$ cat src/mipsCpu_params.svh
`ifndef MIPS_CPU_PARAMS_SVH
`define MIPS_CPU_PARAMS_SVH

// Boot address loaded into the PC on reset
// Matches the usual MIPS boot ROM location in kseg1
`define MIPS_RESET_VECTOR 32'hBFC0_0000

// Fetch address that ends a program
// Reached by a JR through a register holding zero
`define MIPS_HALT_ADDR 32'h0000_0000

// Index of v0, the return value register
`define MIPS_REG_V0 5'd2

// Number of general purpose registers
`define MIPS_NUM_REGS 32

`endif

$ cat src/mipsPkg.sv
`default_nettype none

package mipsPkg;

  // Basic vector types
  typedef logic [31:0] word_t;
  typedef logic [4:0]  regIdx_t;
  typedef logic [5:0]  opcode_t;
  typedef logic [5:0]  funct_t;

  // Operation selected by the decoder for the ALU
  typedef enum logic [4:0] {
    ALU_ADD, ALU_SUB, ALU_AND, ALU_OR, ALU_XOR, ALU_NOR,
    ALU_SLT, ALU_SLTU,
    ALU_SLL, ALU_SRL, ALU_SRA,
    ALU_LUI, ALU_MULTU, ALU_MFHI, ALU_MFLO,
    ALU_BEQ, ALU_BNE,
    ALU_PASS
  } aluOp_t;

  // Primary opcodes
  localparam opcode_t OP_RTYPE = 6'h00;
  localparam opcode_t OP_J     = 6'h02;
  localparam opcode_t OP_BEQ   = 6'h04;
  localparam opcode_t OP_BNE   = 6'h05;
  localparam opcode_t OP_ADDIU = 6'h09;
  localparam opcode_t OP_SLTI  = 6'h0A;
  localparam opcode_t OP_ANDI  = 6'h0C;
  localparam opcode_t OP_ORI   = 6'h0D;
  localparam opcode_t OP_XORI  = 6'h0E;
  localparam opcode_t OP_LUI   = 6'h0F;
  localparam opcode_t OP_LW    = 6'h23;
  localparam opcode_t OP_SW    = 6'h2B;

  // R-type function codes
  localparam funct_t FN_SLL   = 6'h00;
  localparam funct_t FN_SRL   = 6'h02;
  localparam funct_t FN_SRA   = 6'h03;
  localparam funct_t FN_JR    = 6'h08;
  localparam funct_t FN_MFHI  = 6'h10;
  localparam funct_t FN_MFLO  = 6'h12;
  localparam funct_t FN_MULTU = 6'h19;
  localparam funct_t FN_ADDU  = 6'h21;
  localparam funct_t FN_SUBU  = 6'h23;
  localparam funct_t FN_AND   = 6'h24;
  localparam funct_t FN_OR    = 6'h25;
  localparam funct_t FN_XOR   = 6'h26;
  localparam funct_t FN_NOR   = 6'h27;
  localparam funct_t FN_SLT   = 6'h2A;
  localparam funct_t FN_SLTU  = 6'h2B;

endpackage

`default_nettype wire

$ cat src/controlUnit.sv
`default_nettype none

module controlUnit (
  input  mipsPkg::opcode_t opcode,
  input  mipsPkg::funct_t  funct,
  output logic             regWrite,
  output logic             regDst,
  output logic             aluSrcImm,
  output logic             memToReg,
  output logic             zeroExtend,
  output logic             jump,
  output logic             jumpReg,
  output logic             data_read,
  output logic             data_write,
  output mipsPkg::aluOp_t  aluOp
);
  import mipsPkg::*;

  always_comb
  begin
    // Everything off by default, so unknown encodings act as a NOP
    regWrite   = 1'b0;
    regDst     = 1'b0;
    aluSrcImm  = 1'b0;
    memToReg   = 1'b0;
    zeroExtend = 1'b0;
    jump       = 1'b0;
    jumpReg    = 1'b0;
    data_read  = 1'b0;
    data_write = 1'b0;
    aluOp      = ALU_PASS;

    case (opcode)
      OP_RTYPE:
      begin
        // Most R-type ops write rd
        regDst = 1'b1;
        case (funct)
          FN_ADDU:  begin regWrite = 1'b1; aluOp = ALU_ADD;  end
          FN_SUBU:  begin regWrite = 1'b1; aluOp = ALU_SUB;  end
          FN_AND:   begin regWrite = 1'b1; aluOp = ALU_AND;  end
          FN_OR:    begin regWrite = 1'b1; aluOp = ALU_OR;   end
          FN_XOR:   begin regWrite = 1'b1; aluOp = ALU_XOR;  end
          FN_NOR:   begin regWrite = 1'b1; aluOp = ALU_NOR;  end
          FN_SLT:   begin regWrite = 1'b1; aluOp = ALU_SLT;  end
          FN_SLTU:  begin regWrite = 1'b1; aluOp = ALU_SLTU; end
          FN_SLL:   begin regWrite = 1'b1; aluOp = ALU_SLL;  end
          FN_SRL:   begin regWrite = 1'b1; aluOp = ALU_SRL;  end
          FN_SRA:   begin regWrite = 1'b1; aluOp = ALU_SRA;  end
          FN_MFHI:  begin regWrite = 1'b1; aluOp = ALU_MFHI; end
          FN_MFLO:  begin regWrite = 1'b1; aluOp = ALU_MFLO; end
          // Product goes to HI/LO only
          FN_MULTU: aluOp = ALU_MULTU;
          FN_JR:    jumpReg = 1'b1;
          default:  regDst = 1'b0;
        endcase
      end
      // Arithmetic immediates sign-extend
      OP_ADDIU: begin regWrite = 1'b1; aluSrcImm = 1'b1; aluOp = ALU_ADD; end
      OP_SLTI:  begin regWrite = 1'b1; aluSrcImm = 1'b1; aluOp = ALU_SLT; end
      // Logic immediates zero-extend
      OP_ANDI:
      begin
        regWrite = 1'b1; aluSrcImm = 1'b1; zeroExtend = 1'b1; aluOp = ALU_AND;
      end
      OP_ORI:
      begin
        regWrite = 1'b1; aluSrcImm = 1'b1; zeroExtend = 1'b1; aluOp = ALU_OR;
      end
      OP_XORI:
      begin
        regWrite = 1'b1; aluSrcImm = 1'b1; zeroExtend = 1'b1; aluOp = ALU_XOR;
      end
      OP_LUI:   begin regWrite = 1'b1; aluSrcImm = 1'b1; aluOp = ALU_LUI; end
      // Address is base plus signed offset
      OP_LW:
      begin
        regWrite = 1'b1; aluSrcImm = 1'b1; memToReg = 1'b1; data_read = 1'b1;
        aluOp = ALU_ADD;
      end
      OP_SW:    begin aluSrcImm = 1'b1; data_write = 1'b1; aluOp = ALU_ADD; end
      OP_BEQ:   aluOp = ALU_BEQ;
      OP_BNE:   aluOp = ALU_BNE;
      OP_J:     jump = 1'b1;
      default:  aluOp = ALU_PASS;
    endcase

    // No encoding may both read and write data memory
    assert (!(data_read && data_write))
      else $error("Decoder drives data_read and data_write together");
  end

endmodule

`default_nettype wire

$ cat config.mk
export PLATFORM = sky130hd
export DESIGN_NAME = controlUnit
export DESIGN_NICKNAME = d
export VERILOG_FILES = /design/src/mipsCpu_params.svh /design/src/mipsPkg.sv /design/src/controlUnit.sv
export SDC_FILE = /design/constraint.sdc
export NUM_CORES = 1
export LEC_CHECK = 0
export BUFFER_PORTS_ARGS = -buffer_cell sky130_fd_sc_hd__buf_2
export CAP_MARGIN = 20
export CORE_AREA = 2 2 39 41
export DETAILED_ROUTE_END_ITERATION = 12
export DIE_AREA = 0 0 41 43
export PLACE_DENSITY = 0.9
export SKIP_LAST_GASP = 1
export SYNTH_ARGS = -nofsm -noshare
export SYNTH_HDL_FRONTEND = slang
export SYNTH_SLANG_ARGS = --single-unit
$ cat constraint.sdc
create_clock -name vclk -period 2.8
set_input_delay 0.7 -clock vclk [all_inputs]
set_output_delay 0.7 -clock vclk [all_outputs]
set_load 0.005 [all_outputs]
# Word level (Yosys, flattened, before mapping)
# Index checks and enable logic that the tools add are counted.
totals:
  word_cells: 46
  inputBits: 12
  out_inout_bits: 14
  register_bits: 0
classes:
  reduce_logical: 8
  n_mux: 13
  eq_ne: 25
ops:
  columns: ["op", "count"]
  rows:
  - ["5-bit case mux with 14 select lines", 1]
  - ["6-bit == test, second input constant", 10]
  - ["5-bit case mux with 9 select lines", 1]
  - ["6-bit by 4-bit == test with 1-bit output, second input constant", 7]
  - ["6-bit by 2-bit == test with 1-bit output, second input constant", 3]
  - ["6-bit by 5-bit == test with 1-bit output, second input constant", 3]
  - ["15-bit OR reduction", 1]
  - ["13-bit OR reduction", 1]
  - ["6-bit by 3-bit == test with 1-bit output, second input constant", 2]
  - ["6-bit zero test", 2]
  - ["1-bit two-way mux", 10]
  - ["8-bit OR reduction", 1]
  - ["7-bit OR reduction", 1]
  - ["3-bit OR reduction", 2]
  - ["1-bit case mux with 2 select lines", 1]

# Longest topological paths before layout
# Gate-level depths: netlist of the first run.
logic_depth:
  ltp_word: 4
  ltp_mapped: 7
  ltp_nobuf: 5

# Least setup slack after synthesis of the first run
# OpenSTA, ideal clock, no wires.
synth_timing:
  kind: "input to output"
  from: "in opcode[5]"
  to: "out aluOp[0]"
  path_buffers: 1
  cell_stages: 5
  t_required_ns: 2.100
  t_arrival_ns: 2.030
  path_slack_ns: 0.070
  path_cell_list: "buf_6 -> or3_4 -> or4_4 -> o31ai_2 -> or3_1"
synth_between:
  elab_chain_cells: 3
  word_cells_on_any_way: 13
  cone_classes: "10 x eq/ne; 1 x mux; 2 x reduce/logical"
synth_rtl:
  columns: ["item", "line_no", "source"]
  rows:
  - ["start, declared", "controlUnit.sv:4", "input mipsPkg::opcode_t opcode,"]
  - ["6-bit == test / 6-bit by 4-bit == test with 1-bit output (equally long branches)", "controlUnit.sv:33", "case (opcode)"]
  - ["3-bit OR reduction (no line)", null, null]
  - ["5-bit case mux with 9 select lines (*)", "controlUnit.sv:33", null]
  - ["end, declared", "controlUnit.sv:15", "output mipsPkg::aluOp_t aluOp"]
# Every way passes the cells marked *; elsewhere a longest branch is shown, timed or not.

# Final worst setup path of the first run
layout_timing:
  from: "in funct[0]"
  to: "out aluOp[1]"
layout_between:
  elab_chain_cells: 3
  word_cells_on_any_way: 16
  cone_classes: "13 x eq/ne; 2 x mux; 1 x reduce/logical"
layout_rtl:
  columns: ["item", "line_no", "source"]
  rows:
  - ["start, declared", "controlUnit.sv:5", "input mipsPkg::funct_t funct,"]
  - ["6-bit by 5-bit == test with 1-bit output, or another cell as far along", "controlUnit.sv:38", "case (funct)"]
  - ["5-bit case mux with 14 select lines (*)", "controlUnit.sv:38", null]
  - ["5-bit case mux with 9 select lines (*)", "controlUnit.sv:33", null]
# Marked as above.

==> summary.txt, run 1 <==
Run status = finished with violations
Violations in the final reports = negative setup slack
Largest net degree at the start of global routing = 16
Worst supply voltage drop on vdd = 68.19 µV
Mapped Nets = 114
Data required time of the critical path = 2.10 ns
Switching power as a share of total power = 53.29%
Number of setup violations in the final report = 1
Number of design-rule violations left by the first detailed-router iteration = 32
Maximum frequency from static timing analysis = 353.6 MHz
Type of the worst setup path = in2out
Port bufs = 26
Slowest stage cell on the critical path = a2111oi_1
Number of flip-flops and latches = 0
Routed wire length per instance = 14.98 µm
Vertical die dimension = 43 µm
Critical path startpoint = funct[0]
Aggregate negative setup slack = -0.02810 ns
Share of post-route cells with drive strength above 1 = 44.78%
Synthesized cell area = 633.1 µm²
Vias per cell = 6.167
Non-Filler Cell Area, Final = 955.9 µm²
Worst hold path type = in2out
Number of iterations in the first detailed-routing pass = 4
Cell Int Power = 59.62 µW
Critical-path maximum fanout = 11
Multi-input logic area = 610.6 µm²
Final wirelength = 2.247 mm
Dpl hpwl = 1.577 mm
GRT Total Usage = 25.97%
NetSw = 68.02 µW
Effective utilization at floorplan = 45.75%
Largest delay contributor family on the critical path = compound AO/OA/AOI/OAI gates
Filler cells = 107
Final core area utilization = 69.08%
Top-Level Pins = 26
Core ar. = 1384 µm²
RSZ-0062 raised after global routing = true
Tcrit/Tclk final = 101.0%
Synth Warn # = 0
Areal power density over the cells = 133.5 nW/µm²
Min cycle time layout = 2.828 ns
Termination of the worst setup path = aluOp[1]
Number of hold buffers added after cts = 0
Congestion Overflow GR = 0
Combined buffer and inverter count along the critical path = 3
Final number of max-transition violations = 0
Max-cap check violation count = 0
Post-synthesis average cell area = 6.207 µm²
Area growth from synthesis to final layout = 50.99%
Diode count = 0
First-pass GRT wire length = 3.415 mm
Clk network pwr share = 0%
Data arrival time of the critical path = 2.13 ns
Routability congestion estimate from global placement = 0.9148
Nets@finish = 148
Cell area reported after detailed placement = 862.1 µm²
Proportion of power drawn by combinational gates = 100.0%
Residual antenna-violating net count after detailed routing = 0
Leakage power summed over all cells = 0.0004161 µW
Path length in cells of the critical path = 8
Slowest Stage Delay on Critical Path = 0.31 ns
Mapped Cells = 102
Number of DRC violations after detailed routing = 0
Post-Layout Cell Count = 150
Number of global-route vias before repair = 792
Sequential cell area fraction in the yosys report = 0%
Cell with the most instances on the worst path = buf_2
Post-synth cell types = 41
Total count of hold-check failures in the final report = 0
Count of vias placed by the detailed router = 925
Antenna violations before repair = 0
Worst path setup slack after routing = -0.02810 ns
Transition time at the pin with the least slew margin = 0.3526 ns
Worst Setup End Kind = output port
Full die area = 1763 µm²
Critical-path cell list = buf_2 > buf_6 > nor4b_2 > a31oi_1 > o21ai_0 > a21oi_1 > a2111oi_1 > buf_2
Die width = 41 µm
Worst relative slew slack = 75.88%
Count of placed standard cells including taps = 149
Worst Setup Start Kind = input pin
Clkbuf count = 0
Combined flip-flop and latch cell area = 0 µm²
Number of standard-cell rows in the floorplan = 14
Part of the total power dissipated in sequential elements = 0%
==> cell families (layout without fill, tap and decap cells) <==
kind of cell,after synthesis,count (layout),share of synthesized area [%]
compound gates,39,39,44.27
xor+xnor,2,2,2.767
buf+inv,19,51,13.64
simple gates,42,42,39.33
==> tightest hold or removal path, stage by stage <==
cell     delay, ns
buf_2         0.10
buf_4         0.16
a21oi_1       0.05
buf_2         0.12
==> cell type report <==
class / count / share of cell area [%]
Tap cell: 16 / 2.094
Inverter: 4 / 1.571
Timing Repair Buffer: 47 / 32.46
Multi-Input combinational cell: 83 / 63.87
==> per-stage QoR <==
step	worst slack, ns	hold WS, ns	power [µW]
after floorplan	0.07002	1.428	66.32
after global placement	-0.03360	1.776	104.8
after detailed placement	-0.06209	1.795	109.7
after CTS	-0.02415	1.801	113.0
after global routing	-0.1451	1.856	138.1
final	-0.02810	1.835	127.6
==> routing by layer <==
| layer | up-vias | global-route usage (%) | part of all wire, % |
|---|---|---|---|
| li1 | 453 | - | - |
| met1 | 429 | 36.39 | 43 |
| met2 | 37 | 41.25 | 50 |
| met3 | 6 | 0.5236 | 4.6 |
| met4 | 0 | 8.000 | 2.0 |
| met5 | - | 0 | 0 |
==> repair_timing <==
action | CTS | global route
buffers inserted | 0 | 1
pin swaps | 3 | 1
setup endpoints to repair | 3 | 5
gates resized for setup | 3 | 14
==> cell usage after synthesis, types with 2 or more instances <==
| library cell | n | share of area [%] |
|---|---|---|
| clkbuf_1 | 10 | 5.9 |
| nor2_1 | 10 | 5.9 |
| a21oi_1 | 7 | 5.5 |
| nand2_1 | 7 | 4.2 |
| o21ai_0 | 6 | 4.7 |
| a31oi_1 | 5 | 4.9 |
| nand2b_1 | 5 | 4.9 |
| inv_1 | 4 | 2.4 |
| a2111oi_0 | 3 | 4.2 |
| a21boi_0 | 3 | 3.6 |
| buf_2 | 3 | 2.4 |
| nor3_1 | 3 | 2.4 |
| nor4b_1 | 3 | 4.2 |
| a21o_1 | 2 | 2.4 |
| nor3b_1 | 2 | 2.4 |
| o32ai_1 | 2 | 2.8 |
| or3_1 | 2 | 2.0 |
| xor2_1 | 2 | 2.8 |
==> cell usage in the layout, fill, tap and decap left out, types with 3 or more instances in the layout <==
| cell | n |
|---|---|
| buf_6 | 4 |
| nand2_1 | 7 |
| a21boi_0 | 3 |
| buf_4 | 19 |
| inv_1 | 4 |
| buf_2 | 23 |
| nand2b_1 | 5 |
| a31oi_1 | 4 |
| nor3_1 | 3 |
| a21oi_1 | 6 |
| nor2_1 | 10 |
| o21ai_0 | 5 |
==> power groups by stage <==
stage	Sequential, µW	Clock [µW]	Combinational, µW
3_5_place_dp	0	0	110
2_1_floorplan	0	0	66.3
6_report	0	0	128
4_1_cts	0	0	113
3_3_place_gp	0	0	105
5_1_grt	0	0	138
==> worst min path at each step <==
stage,from,to,cells past startpoint
CTS,opcode[4],aluSrcImm,4
detailed placement,opcode[4],aluSrcImm,4
global route,opcode[5],aluOp[2],5
floorplan,opcode[4],aluSrcImm,1
finish,opcode[4],aluSrcImm,4
global placement,opcode[4],aluSrcImm,4
Power figures use the tool's default switching activity.
==> run 2, diff against run 1 <==
--- a/config.mk
+++ b/config.mk
@@ -11,6 +11,7 @@
 export DETAILED_ROUTE_END_ITERATION = 12
 export DIE_AREA = 0 0 41 43
 export PLACE_DENSITY = 0.9
+export RECOVER_POWER = 50
 export SKIP_LAST_GASP = 1
 export SYNTH_ARGS = -nofsm -noshare
 export SYNTH_HDL_FRONTEND = slang
==> run 2 against run 1 <==
The flow still finishes with violations (negative setup slack). Sequential share of layout area stayed put. Total power down 0.10%. Global-route usage unchanged. First-iteration DRC count unchanged. Cell area fell by 0.65%. Cell count unchanged. Non-clock buffer count is the same. Count of clock-buffer cells in the layout unchanged. Routed wire length rose by 0.89%. Hold slack worse by 0.012 ns. Critical path type unchanged. Largest cell class unchanged.
==> summary.txt, run 2 (same netlist as run 1, synthesis figures left out) <==
Run status = finished with violations
Violations in the final reports = negative setup slack
Combined flip-flop and latch cell area = 0 µm²
Clkbuf count = 0
Vias per cell = 6.213
Largest net degree at the start of global routing = 16
Share of post-route cells with drive strength above 1 = 41.04%
Routability congestion estimate from global placement = 0.9148
Number of standard-cell rows in the floorplan = 14
Area growth from synthesis to final layout = 50.00%
Most frequent standard cell in the layout excluding fill and tap cells = buf_4
Most frequent cells in the layout = 19 x buf_4, 18 x buf_2, 10 x nor2_1
Cell area reported after detailed placement = 862.1 µm²
Routed wire length per instance = 15.11 µm
Die width = 41 µm
Full die area = 1763 µm²
Vertical die dimension = 43 µm
Critical-path maximum fanout = 11
Tcrit/Tclk final = 100.6%
Count of vias placed by the detailed router = 932
Congestion Overflow GR = 0
Port bufs = 26
Data required time of the critical path = 2.10 ns
Residual antenna-violating net count after detailed routing = 0
Data arrival time of the critical path = 2.12 ns
Post-Layout Cell Count = 150
Transition time at the pin with the least slew margin = 0.3889 ns
Max-cap check violation count = 0
Worst Setup End Kind = output port
Diode count = 0
Top-Level Pins = 26
Number of setup violations in the final report = 1
Number of global-route vias before repair = 792
GRT Total Usage = 25.97%
Count of placed standard cells including taps = 149
Effective utilization at floorplan = 45.75%
Leakage power summed over all cells = 0.0003947 µW
Worst hold path type = in2out
Number of flip-flops and latches = 0
Non-Filler Cell Area, Final = 949.7 µm²
First-pass GRT wire length = 3.415 mm
Number of design-rule violations left by the first detailed-router iteration = 32
Worst Setup Start Kind = input pin
Total count of hold-check failures in the final report = 0
Worst Hold Endpoint = aluSrcImm
Antenna violations before repair = 0
Worst supply voltage drop on vdd = 68.02 µV
Final number of max-transition violations = 0
Worst path setup slack after routing = -0.01779 ns
RSZ-0062 raised after global routing = true
Number of stages on the worst hold path = 4
Hold Slack = 1.823 ns
Final wirelength = 2.267 mm
Number of iterations in the first detailed-routing pass = 4
Number of DRC violations after detailed routing = 0
Worst relative slew slack = 73.41%
Dpl hpwl = 1.577 mm
Source of the worst hold timing path = opcode[4]
Nets@finish = 148
Type of the worst setup path = in2out
Number of hold buffers added after cts = 0
Core ar. = 1384 µm²
Areal power density over the cells = 134.3 nW/µm²
Min cycle time layout = 2.818 ns
Maximum frequency from static timing analysis = 354.9 MHz
-- run 2: repair_timing --
action / in CTS / in global routing
endpoints found under the hold margin: 0 / 0
endpoints found under the setup margin: 3 / 5
resized for setup: 3 / 14
buffers inserted: 0 / 1
pin swaps: 3 / 1
-- run 2: how the worst max path moves through the flow --
stage | startpoint | end | slack [ns] | cells past startpoint
2_1_floorplan | opcode[5] | aluOp[0] | 0.07 | 5
3_3_place_gp | opcode[0] | aluOp[0] | -0.03 | 6
3_5_place_dp | opcode[0] | aluOp[0] | -0.06 | 6
4_1_cts | opcode[5] | aluOp[0] | -0.02 | 8
5_1_grt | funct[0] | aluOp[1] | -0.15 | 8
6_report | funct[0] | aluOp[1] | -0.02 | 8
-- run 2: per-stage QoR --
stage / worst slack [ns] / utilization (%) / power (µW) / TNS (ns)
floorplan: 0.07002 / - / 66.32 / 0
global placement: -0.03360 / 62.30 / 104.8 / -0.05899
detailed placement: -0.06209 / 62.30 / 109.7 / -0.1612
CTS: -0.02415 / 63.65 / 113.0 / -0.02415
global route: -0.1451 / 68.63 / 137.7 / -0.2094
finish: -0.01779 / 68.63 / 127.5 / -0.01779
-- run 2: power breakdown --
group	internal, µW	leakage [µW]	total (µW)	switching, µW
combinational	59.2	0.000395	128	68.3
sequential	0	0	0	0
clock	0	0	0	0
-- run 2: layer usage --
layer	track usage (%)	vias to the layer above	wire length, µm
met5	0	-	0
met4	8.000	0	36
met3	0.5236	4	74
met2	41.25	29	1152
met1	36.39	445	1004
li1	-	454	-
-- run 2: cell type report --
| cell class | instances | area, µm² |
|---|---|---|
| Tap cell | 16 | 20.02 |
| Multi-Input combinational cell | 83 | 610.6 |
| Fill cell | 111 | 434.2 |
| Inverter | 4 | 15.01 |
| Timing Repair Buffer | 47 | 304.0 |
-- run 2: worst max-delay path: stages --
cell       delay (ns)
buf_2            0.11
buf_6            0.14
nor4b_2          0.25
a31oi_1          0.13
o21ai_0          0.21
a21oi_1          0.09
a2111oi_1        0.31
buf_2            0.19
==> run 3, diff against run 2 <==
--- a/config.mk
+++ b/config.mk
@@ -10,6 +10,7 @@
 export CORE_AREA = 2 2 39 41
 export DETAILED_ROUTE_END_ITERATION = 12
 export DIE_AREA = 0 0 41 43
+export GPL_TIMING_DRIVEN = 0
 export PLACE_DENSITY = 0.9
 export RECOVER_POWER = 50
 export SKIP_LAST_GASP = 1
==> constraint.sdc (replaced) <==
create_clock -name vclk -period 3.52
set_input_delay 0.88 -clock vclk [all_inputs]
set_output_delay 0.88 -clock vclk [all_outputs]
set_load 0.005 [all_outputs]
==> run 3 against run 2 <==
The run now ends clean. Total power down 41%. Sequential cell count is the same. Routed wire length is 18% lower. Sequential share of layout area did not move. Die area did not move. Non-clock buffer count down 12. Hold slack improved by 0.21 ns. Count of clock-buffer cells in the layout unchanged. Critical path depth down 2. Cell count shrank 8.0%.
==> summary.txt, run 3 (same netlist as run 1, synthesis figures left out) <==
Routability congestion estimate from global placement = 0.9278
GRT Total Usage = 21.68%
Share of post-route cells with drive strength above 1 = 19.67%
Areal power density over the cells = 100.8 nW/µm²
Full die area = 1763 µm²
Nets@finish = 136
Number of standard-cell rows in the floorplan = 14
Type of the worst setup path = in2out
Core ar. = 1384 µm²
Die width = 41 µm
Multi-input logic area = 548.0 µm²
Final number of max-transition violations = 0
Data arrival time of the critical path = 2.48 ns
Min cycle time layout = 3.356 ns
Effective utilization at floorplan = 45.75%
Slowest Stage Delay on Critical Path = 0.47 ns
Data required time of the critical path = 2.64 ns
First-pass GRT wire length = 2.884 mm
Worst Setup End Kind = output port
Dpl hpwl = 1.394 mm
Worst relative slew slack = 73.01%
Cell with the most instances on the worst path = buf_2
RSZ-0062 raised after global routing = false
Number of setup violations in the final report = 0
Clkbuf count = 0
Aggregate negative setup slack = 0 ns
Worst path setup slack after routing = 0.1643 ns
Routed wire length per instance = 13.49 µm
Worst Setup Start Kind = input pin
Path length in cells of the critical path = 6
Transition time at the pin with the least slew margin = 0.4049 ns
Critical-path maximum fanout = 6
Congestion Overflow GR = 0
Diode count = 0
Maximum frequency from static timing analysis = 298.0 MHz
Number of DRC violations after detailed routing = 0
Antenna violations before repair = 0
Number of iterations in the first detailed-routing pass = 4
Largest delay contributor family on the critical path = simple AND/OR/NAND/NOR gates
Port bufs = 20
Number of design-rule violations left by the first detailed-router iteration = 31
Most frequent cells in the layout = 16 x clkbuf_1, 16 x buf_2, 10 x nor2_1
Combined flip-flop and latch cell area = 0 µm²
Area growth from synthesis to final layout = 17.98%
Combined buffer and inverter count along the critical path = 2
Number of flip-flops and latches = 0
Number of stages on the worst hold path = 3
Total count of hold-check failures in the final report = 0
Largest net degree at the start of global routing = 11
Vias per cell = 6.319
Pre-CTS setup slack = 0.1798 ns
Max-cap check violation count = 0
Worst supply voltage drop on vdd = 42.53 µV
Count of vias placed by the detailed router = 872
Leakage power summed over all cells = 0.0002849 µW
Critical-path cell list = buf_2 > or3_4 > or4_4 > o31ai_2 > or3_1 > buf_2
Tcrit/Tclk final = 95.33%
Final wirelength = 1.862 mm
Number of hold buffers added after cts = 0
Number of global-route vias before repair = 697
Filler cells = 133
Residual antenna-violating net count after detailed routing = 0
Worst hold path type = in2out
Top-Level Pins = 26
Vertical die dimension = 43 µm
Run status = completed
Slowest stage cell on the critical path = or4_4
[run 3: cell types whose count changed in the layout (fill, tap and decap cells not counted), moves of 2 or more]
cell,delta
buf_4,-18
clkbuf_1,+11
buf_6,-3
buf_2,-2
nor4b_1,+2
nor4b_2,-2
[run 3: cell type report]
type	count	share of cell area, %
Buffer	15	9.380
Multi-Input combinational cell	83	73.37
Inverter	4	2.010
Timing Repair Buffer	20	12.56
Tap cell	16	2.680
[run 3: path summary, 6_finish.rpt]
kind                  startpoint       end  slack [ns]
worst min-delay path   opcode[5]  aluOp[1]        2.03
worst max-delay path   opcode[0]  aluOp[0]        0.16
[run 3: worst min-delay path: stages]
cell,delay (ns)
buf_6,0.11
a2111oi_1,0.05
buf_2,0.12
[run 3: report_power, final]
group | total, µW | internal (µW) | switching [µW]
clock | 0 | 0 | 0
combinational | 75.3 | 30.1 | 45.3
sequential | 0 | 0 | 0
total | 75.3 | 30.1 | 45.3
[run 3: what timing repair did]
action / CTS / global route
hold endpoints to repair: 0 / 0
endpoints found under the setup margin: 0 / 1
resized for setup: 0 / 1
buffers inserted: 0 / 0
[run 3: layer usage]
layer	wire [µm]	global-route usage, %	vias up	part of all wire (%)
li1	-	-	428	-
met1	793	31.65	409	43
met2	932	34.69	29	50
met3	96	0.5236	6	5.2
met4	40	3.333	0	2.1
met5	0	0	-	0
[run 3: through the flow]
stage	cells	cell area, µm²	total power, µW	utilization (%)	hold WS (ns)
2_1_floorplan	102	633.1	52.76	-	1.788
3_3_place_gp	138	753.2	71.00	54.43	2.035
3_5_place_dp	138	753.2	73.70	54.43	2.037
4_1_cts	138	753.2	73.98	54.43	2.039
5_1_grt	138	747.0	82.99	53.98	2.053
6_report	138	747.0	75.33	53.98	2.034
